==> src/logic/mmuArchPkg.sv <==
`default_nettype none

package mmuArchPkg;

    typedef logic [31:0] vaddrT;
    typedef logic [31:0] paddrT;
    typedef logic [9:0]  asidT;
    typedef logic [1:0]  plvT;
    typedef logic [1:0]  matT;
    typedef logic [8:0]  esubcodeT;

    typedef enum logic [1:0] {
        FETCH = 2'd0,
        LOAD  = 2'd1,
        STORE = 2'd2
    } accessE;

    // CRMD as the CSR holds it with plv in bits 1:0
    typedef struct packed {
        matT  datm;
        matT  datf;
        logic pg;
        logic da;
        logic ie;
        plvT  plv;
    } crmdT;

    typedef struct packed {
        logic [2:0]  vseg;      // va[31:29]
        logic        rsvd28;
        logic [2:0]  pseg;
        logic [18:0] rsvd24To6;
        matT         mat;
        logic        plv3;
        logic [1:0]  rsvd2To1;
        logic        plv0;
    } dmwT;

    typedef enum logic [5:0] {
        INT  = 6'h00,
        PIL  = 6'h01,
        PIS  = 6'h02,
        PIF  = 6'h03,
        PME  = 6'h04,
        PPI  = 6'h07,
        ADE  = 6'h08,
        TLBR = 6'h3f
    } ecodeE;

    localparam esubcodeT adefSub = 9'h000;
    localparam esubcodeT ademSub = 9'h001;

    typedef struct packed {
        logic     valid;
        esubcodeT esubcode;
        ecodeE    ecode;
    } excpT;

    typedef struct packed {
        logic   valid;
        accessE access;
        vaddrT  vaddr;
    } xlatReqT;

    typedef struct packed {
        logic  paddrValid;
        paddrT paddr;
        matT   memType;
        excpT  excp;
    } xlatRspT;

endpackage

`default_nettype wire

==> src/logic/tlbPkg.sv <==
`default_nettype none

package tlbPkg;

    typedef logic [5:0]  psT;
    typedef logic [18:0] vppnT;    // va[31:13]
    typedef logic [19:0] ppnT;

    typedef struct packed {
        ppnT             ppn;
        mmuArchPkg::plvT plv;
        mmuArchPkg::matT mat;
        logic            d;
        logic            v;
    } tlbPageT;

    typedef struct packed {
        logic             e;
        logic             g;
        mmuArchPkg::asidT asid;
        psT               ps;
        vppnT             vppn;
        tlbPageT          page0;   // even page
        tlbPageT          page1;
    } tlbEntryT;

    // TLBELO layout
    typedef struct packed {
        logic [3:0]      rsvdHi;
        ppnT             ppn;
        logic            rsvd7;
        logic            g;
        mmuArchPkg::matT mat;
        mmuArchPkg::plvT plv;
        logic            d;
        logic            v;
    } tlbEloT;

    typedef enum logic [1:0] {
        SRCH = 2'd0,
        WR   = 2'd1,
        INV  = 2'd2
    } tlbCmdE;

    typedef enum logic [4:0] {
        INV_ALL0      = 5'd0,
        INV_ALL1      = 5'd1,
        INV_GLOBAL    = 5'd2,
        INV_NONGLOBAL = 5'd3,
        INV_ASID      = 5'd4
    } invOpE;

    typedef struct packed {
        tlbCmdE           cmd;
        invOpE            invOp;
        logic [7:0]       index;
        psT               ps;
        logic             ne;
        vppnT             vppn;
        tlbEloT           lo0;
        tlbEloT           lo1;
        mmuArchPkg::asidT invAsid;
    } tlbCmdT;

    typedef struct packed {
        logic       ne;
        logic [7:0] index;
    } srchRspT;

endpackage

`default_nettype wire

==> src/logic/tlbMaintCtrl.sv <==
`timescale 1ns/1ps
`default_nettype none

module tlbMaintCtrl #(
    parameter int tlbIndexWidth = 5
) (
    input  wire logic                     clk,
    input  wire logic                     rstN,
    input  wire logic                     cmdReq,
    input  wire tlbPkg::tlbCmdT           cmd,
    input  wire mmuArchPkg::asidT         asid,
    input  wire logic                     srchHit,
    input  wire logic [tlbIndexWidth-1:0] srchIndex,
    output mmuArchPkg::vaddrT             srchVa,
    output logic                          cmdAck,
    output tlbPkg::srchRspT               srchRsp,
    output logic                          wrEn,
    output logic [tlbIndexWidth-1:0]      wrIndex,
    output tlbPkg::tlbEntryT              wrEntry,
    output logic                          invEn,
    output tlbPkg::invOpE                 invOp,
    output mmuArchPkg::asidT              invAsid
);

    typedef enum logic [1:0] {
        IDLE,
        EXEC,
        ACK
    } ctrlStateE;

    ctrlStateE state;
    logic      execNow;

    function automatic tlbPkg::tlbPageT eloToPage(tlbPkg::tlbEloT lo);
        return '{ppn: lo.ppn, plv: lo.plv, mat: lo.mat, d: lo.d, v: lo.v};
    endfunction

    always_ff @(posedge clk or negedge rstN)
    begin
        if (!rstN)
        begin
            state <= IDLE;
        end
        else
        begin
            case (state)
                IDLE:
                    if (cmdReq)
                        state <= EXEC;
                EXEC:
                    state <= ACK;   // single execute cycle
                ACK:
                    if (!cmdReq)
                        state <= IDLE;
                default:
                    state <= IDLE;
            endcase
        end
    end

    assign execNow = state == EXEC;
    assign cmdAck = state == ACK;

    always_ff @(posedge clk or negedge rstN)
    begin
        if (!rstN)
            srchRsp <= '0;
        else if (execNow && cmd.cmd == tlbPkg::SRCH)
            srchRsp <= '{ne: !srchHit, index: srchHit ? 8'(srchIndex) : 8'd0};
    end

    assign srchVa = {cmd.vppn, 13'b0};

    // cmd is held by the requester until ack
    assign wrEn = execNow && cmd.cmd == tlbPkg::WR;
    assign invEn = execNow && cmd.cmd == tlbPkg::INV;
    assign wrIndex = cmd.index[tlbIndexWidth-1:0];
    assign invOp = cmd.invOp;
    assign invAsid = cmd.invAsid;

    always_comb
    begin
        wrEntry.e = !cmd.ne;
        wrEntry.g = cmd.lo0.g && cmd.lo1.g;   // global only if both halves say so
        wrEntry.asid = asid;
        wrEntry.ps = cmd.ps;
        wrEntry.vppn = cmd.vppn;
        wrEntry.page0 = eloToPage(cmd.lo0);
        wrEntry.page1 = eloToPage(cmd.lo1);
    end

endmodule

`default_nettype wire

==> config.mk <==
export PLATFORM = sky130hd
export DESIGN_NAME = tlbMaintCtrl
export DESIGN_NICKNAME = d
export VERILOG_FILES = /design/src/logic/mmuArchPkg.sv /design/src/logic/tlbPkg.sv /design/src/logic/tlbMaintCtrl.sv
export SDC_FILE = /design/constraint.sdc
export NUM_CORES = 1
export LEC_CHECK = 0
export BUFFER_PORTS_ARGS = -buffer_cell sky130_fd_sc_hd__buf_2
export CAP_MARGIN = 30
export CORE_AREA = 2 2 110 112
export DETAILED_ROUTE_END_ITERATION = 12
export DIE_AREA = 0 0 112 114
export SYNTH_ARGS = -nofsm -noshare
export SYNTH_HDL_FRONTEND = slang
export SYNTH_SLANG_ARGS = --single-unit
==> constraint.sdc <==
create_clock -name clk -period 1.3 [get_ports clk]
set_input_delay 0.13 -clock clk [delete_from_list [all_inputs] [get_ports clk]]
set_output_delay 0.13 -clock clk [all_outputs]
set_load 0.02 [all_outputs]
==> results of run 1 <==
-- logic make-up after synthesis --
kind of cell,share of synthesized area (%)
AOI/OAI and AO/OA,0.517
buffers and inverters,75.3
DFF,13.8
muxes,4.14
other,0.258
and+or+nand+nor,6.04
-- path summary, 6_finish.rpt --
kind | from | endpoint | slack [ns] | depth (start not counted)
setup reg to reg | state[1] | srchRsp[3] | 0.12 | 4
hold reg to reg | srchRsp[2] | srchRsp[2] | 0.51 | 2
setup / recovery | state[1] | wrEn | 0.04 | 3
min in group asynchronous | rstN | srchRsp[2] | 0.26 | 2
max in group asynchronous | rstN | srchRsp[0] | 0.87 | 2
hold / removal | cmdReq | state[1] | 0.12 | 2
-- sequential cells by signal, indices dropped and copies added (netlist names) --
register / count
state: 2
srchRsp: 6
-- power by group through the flow --
stage,combinational (uW),clock [uW],sequential [uW]
5_1_grt,589,548,428
4_1_cts,516,538,422
6_report,542,526,416
2_1_floorplan,813,0,529
3_3_place_gp,473,0,429
3_5_place_dp,480,0,435
-- layout by cell type, fill, tap and decap left out, drive strengths merged --
| cell | instances |
|---|---|
| and3b | 2 |
| dfrtp | 8 |
| nor4b | 1 |
| nand2 | 5 |
| mux2i | 6 |
| and2b | 1 |
| buf | 27 |
| conb | 16 |
| and2 | 1 |
| a21o | 1 |
| inv | 7 |
| nor2b | 1 |
| nor3b | 1 |
| clkbuf | 3 |
| dlygate4sd3 | 1 |
-- stage by stage --
stage / utilization, % / total power, uW / cell area [um^2]
finish: 7.43 / 1480 / 870
global route: 7.43 / 1570 / 870
CTS: 7.22 / 1480 / 846
detailed placement: 6.43 / 916 / 753
global placement: 6.43 / 903 / 753
floorplan: - / 1340 / 1510
-- metal layers --
layer  track usage (%)  up-vias  share of wire (%)
met5                 0        -                  0
met4              8.13        0                 23
met3              3.29       57                 27
met2              3.03       86                 31
met1              1.52      217                 19
li1                  -      186                  -
-- timing repair --
action | 4_1_cts | 5_1_grt
gates resized for setup | 0 | 5
setup buffers | 1 | 1
hold endpoints to repair | 8 | 0
endpoints found under the setup margin | 2 | 7
pin swaps | 0 | 2
hold buffers | 1 | 0
-- worst reg2reg max path, cell delays in order, from the launching register on --
cell and delay, ns:
dfrtp_1 0.37, buf_4 0.15, nor4b_4 0.22, buf_6 0.17, mux2i_1 0.19
-- final cells by class --
| cell class | count | area share [%] |
|---|---|---|
| clock buffer | 3 | 8.63 |
| inverter | 7 | 3.02 |
| multi-input combinational | 35 | 24.7 |
| sequential | 8 | 23.0 |
| tap | 147 | 21.2 |
| timing repair buffer | 28 | 19.4 |
==> impl_results.md, run 1 <==
* Status: finished clean
* Initial antenna violation count at 0
* Share of cells above drive strength 1 at between 30% and 40%
* 1st-iter DRT viols at 1
* Ys flop type: dfrtp_1
* Final cell count without fillers at ~230
* Sw Share at 34.6%
* Slew Limit Fails at 0
* Synth area leaders: buf_4 (73%), dfrtp_1 (14%), mux2i_1 (4.1%)
* Static Leakage at ~0.00041 uW
* Critical Path RT at ~1.2 ns
* CTS Buffer Depth at 2
* Most numerous cell in the Yosys netlist: buf_4
* Layout Skew at ~0.0017 ns
* Yosys top cell area share at between 70 and 80%
* Top post-synthesis cells by count: buf_4 (142), dfrtp_1 (8), inv_1 (7)
* Critical path startpoint category: flip-flop
* Crit-path cells: and2b_1 > and3b_1 > buf_6
* Vias/cell at about 2.4
* Psw at 514 uW
* Ports at about 290
* Post-route setup slack at about 0.036 ns
* TritonCTS clock tree: yes
* Cell internal pwr at ~970 uW
* Max stage delay on crit path at ~0.37 ns
* Period utilization at a little over nine tenths
* # diodes at 0
* Buf/Inv on CP at 1
* DR pass1 iterations at 2
* Die ar. at about 0.013 mm^2
* Num CTS Buffers at 3
* Post-synthesis cell type count at 13
* Dpl ws at between 0.1 and 0.15 ns
* First-pass GRT wire length at roughly 3 mm
* Crit path kind: flip-flop to output pin
* Worst min path class: input port to flip-flop
* Grt ovf at 0
* Number of synthesized register bits at 8
* Setup TNS at 0 ns
* Starting Density at around an eighth
* Flop pwr share at between 20% and 30%
* Mapped cell area at about 0.0015 mm^2
* Asr flop ratio synth at 100%
* Placed cells at 222
* Core area at 0.0117 mm^2
* Global placer's final weighted congestion at about 0.73
* Vias at 546
* Comb power frac at a little over a third
* Synth Warn # at 0
* Mapped Avg Cell Area at between 8 and 9 um^2
* Clock Sinks at 8
* Power Dens Cells at between 1500 and 2000 mW/mm^2
* Clock Pin Slew Worst Setup and Hold Paths at approximately 0.040 ns
* Final wirelength at approximately 2.3 mm
* Top fanout value on the critical path at 3
* Post-DR wirelength/cell at around 10 um
* Fmax at slightly below 0.8 GHz
* Die width at around 110 um
* Slowest CP cell: dfrtp_1
* Cells after synthesis at about 180
* Clk pwr share at 35.4%
* Buffers on Ports at 24
* Multi-input logic area at around 220 um^2
* EDFF count, synth at 0
* Max-cap viol count at 0
* Top delay family on crit path: simple AND/OR/NAND/NOR gates
* CTS H-tree lvls at 1
* Row count at 40
* Largest net degree at the start of global routing at 9
* Clock Latency Late Sink at ~0.24 ns
* Crit path DAT at about 1.1 ns
* Hold Fails Final Rpt at 0
* Vias in the first global route at approximately 570
* Fill count at ~1400
* Detailed placement HPWL at between 1.5 and 2 mm
* Clk root buf: clkbuf_16
* Synth area leader: buf_4
* Synth-to-layout area growth at -40.1%
* FF+latch area at between 200 and 250 um^2
* Tmin final at ~1.3 ns
* Residual DRC at 0
* Setup violations, final at 0
* Nets at 217
* Die height at between 100 and 150 um
* Setup crit end kind: output pin
* DRT antenna net count at 0
* Min Hold Slack at around 0.12 ns
* Post-synthesis sequential area ratio at 13.8%
* Peak supply drop at roughly 720 uV
* Total track usage at under 10%
No activity file was read; power rests on OpenSTA's default activity.
==> inputs of run 2 (changes only) <==
- CTS_BUF_LIST: unset -> sky130_fd_sc_hd__clkbuf_8
- REMOVE_ABC_BUFFERS: unset -> 1
==> impl_results.md, run 2 (synthesized netlist as in run 1, its figures left out) <==
* Core area at about 0.012 mm^2
* Die width at ~110 um
* Routing usage on met2 at a little over half
* Row count at 40
* Post-Route Utilization at 7.12%
* Starting Density at between 10% and 20%
* Power Dens Cells at 1550 mW/mm^2
* Met3 usage at between 30% and 40%
* Max reg flops at 6
* 1st-iter DRT viols at 37
* Status: finished clean
* Crit path DAT at around 1.2 ns
* Max-cap viol count at 0
* Static Leakage at about 0.00039 uW
* Comb power frac at 41.6%
* Nets at about 220
* # diodes at 0
* Met1 usage at between 2 and 3%
* Worst Hold Path EP: state[1]
* Initial antenna violation count at 1
* Synth-to-layout area growth at -42.6%
* Die ar. at 0.0128 mm^2
* Placed Area at 766 um^2
* Hold Startpoint: cmdReq
* CTS H-tree lvls at 1
* Critical path startpoint category: flip-flop
* Tmin final at between 1 and 1.5 ns
* Min Hold Slack at approximately 0.12 ns
* Die height at 114 um
* Vias at about 700
* Period utilization at between 90% and 100%
* RSZ-0062 raised after global routing: true
* Slew Limit Fails at 0
* Biggest regs: srchRsp (6), state (2)
* Buffers on Ports at 24
* Total track usage at roughly 25%
* Busiest grt layer: met2
* Top fanout value on the critical path at 4
* Peak supply drop at around 350 uV
* Num CTS Buffers at 3
* Layout Skew at a little over 0.001 ns
* Post-route setup slack at about 0.011 ns
* Critical Path RT at between 1 and 1.5 ns
* Sw Share at slightly above 40%
* Clk pwr share at approximately a quarter
* Dpl ws at 0.0959 ns
* Clock Latency Late Sink at approximately 0.24 ns
* First-pass GRT wire length at around 18 mm
* DR pass1 iterations at 3
* Global placer's final weighted congestion at 0.967
* Share of cells above drive strength 1 at between 30% and 40%
* Cell internal pwr at about 770 uW
* Post-DR wirelength/cell at ~72 um
* CTS Buffer Depth at 2
* Most frequent cells in the layout: buf_2 (22), conb_1 (16), dfrtp_1 (8)
* Vias in the first global route at 580
* Setup crit end kind: output pin
* Psw at ~520 uW
* DRT antenna net count at 0
* RR Startpoint: state[1]
* Clock Pin Slew Worst Setup and Hold Paths at around 0.050 ns
* R2r setup slk at ~0.040 ns
* Grt ovf at 0
* Clock Sinks at 8
* Flop pwr share at roughly 32%
* Fill count at around 1400
* Hold Fails Final Rpt at 0
* Ports at between 200 and 300
* Fmax at 0.776 GHz
* Setup violations, final at 0
* Post-route cell area at between 800 and 900 um^2
* TritonCTS clock tree: yes
* Most common cell after layout, fill and taps aside: buf_2
* Most flop-heavy register: srchRsp
* Vias/cell at slightly above 3
* RR Endpoint: srchRsp[3]
* Crit path kind: flip-flop to output pin
* Residual DRC at 0
* Largest net degree at the start of global routing at 9
* Min-Delay Path Depth at 2
* Clk root buf: clkbuf_8
* FF-to-FF path depth at 4
* Final wirelength at between 15 and 20 mm
* Worst min path class: input port to flip-flop
run 2: cell count changes in the layout (fill, tap and decap cells not counted):
cell and delta:
clkbuf_16 -3, clkbuf_8 +3, buf_6 -2, buf_12 +1
run 2: area by class of cell:
| cell class | instances | area [um^2] | share of cell area, % |
|---|---|---|---|
| Clock buffer | 3 | 41.3 | 4.95 |
| Inverter | 7 | 26.3 | 3.15 |
| Multi-Input combinational cell | 35 | 215 | 25.8 |
| Sequential cell | 8 | 200 | 24.0 |
| Tap cell | 147 | 184 | 22.1 |
| Timing Repair Buffer | 27 | 166 | 20.0 |
run 2: critical path, stage by stage, from the launching register on:
cell,delay (ns)
dfrtp_1,0.40
and2b_1,0.23
and3b_1,0.18
buf_6,0.12
run 2: metrics by stage:
step	TNS (ns)	std cells	power, uW
after floorplan	0	50	740
after global placement	0	222	919
after detailed placement	0	222	933
after CTS	0	227	1300
after global routing	-0.0737	227	1380
final	0	227	1290
run 2: power groups by stage:
stage	Clock, uW	Sequential (uW)	Combinational, uW
after floorplan	0	529	210
after global placement	0	422	497
after detailed placement	0	425	508
after CTS	350	415	537
after global routing	356	437	583
final	335	419	537
run 2: timing repair:
item                                   4_1_cts  5_1_grt
cloned                                       0        0
endpoints found under the hold margin        8        0
setup buffers                                1        0
pin swaps                                    1        1
gates resized for setup                      1        2
hold buffers                                 1        0
setup endpoints to repair                    2        6
run 2: worst max-delay path by stage:
stage,slack (ns),startpoint,cells after the start,to
4_1_cts,0.004,state[1],3,wrEn
3_3_place_gp,0.11,state[1],3,srchRsp[1]
5_1_grt,-0.04,state[1],3,wrEn
3_5_place_dp,0.1,state[1],3,srchRsp[4]
6_report,0.01,state[1],3,wrEn
2_1_floorplan,0.11,state[1],2,srchRsp[0]
run 2: per-layer routing:
layer / share of wire, % / vias to the layer above
met5: 0.29 / -
met4: 2.8 / 2
met3: 33 / 20
met2: 59 / 258
met1: 4.5 / 231
li1: - / 184
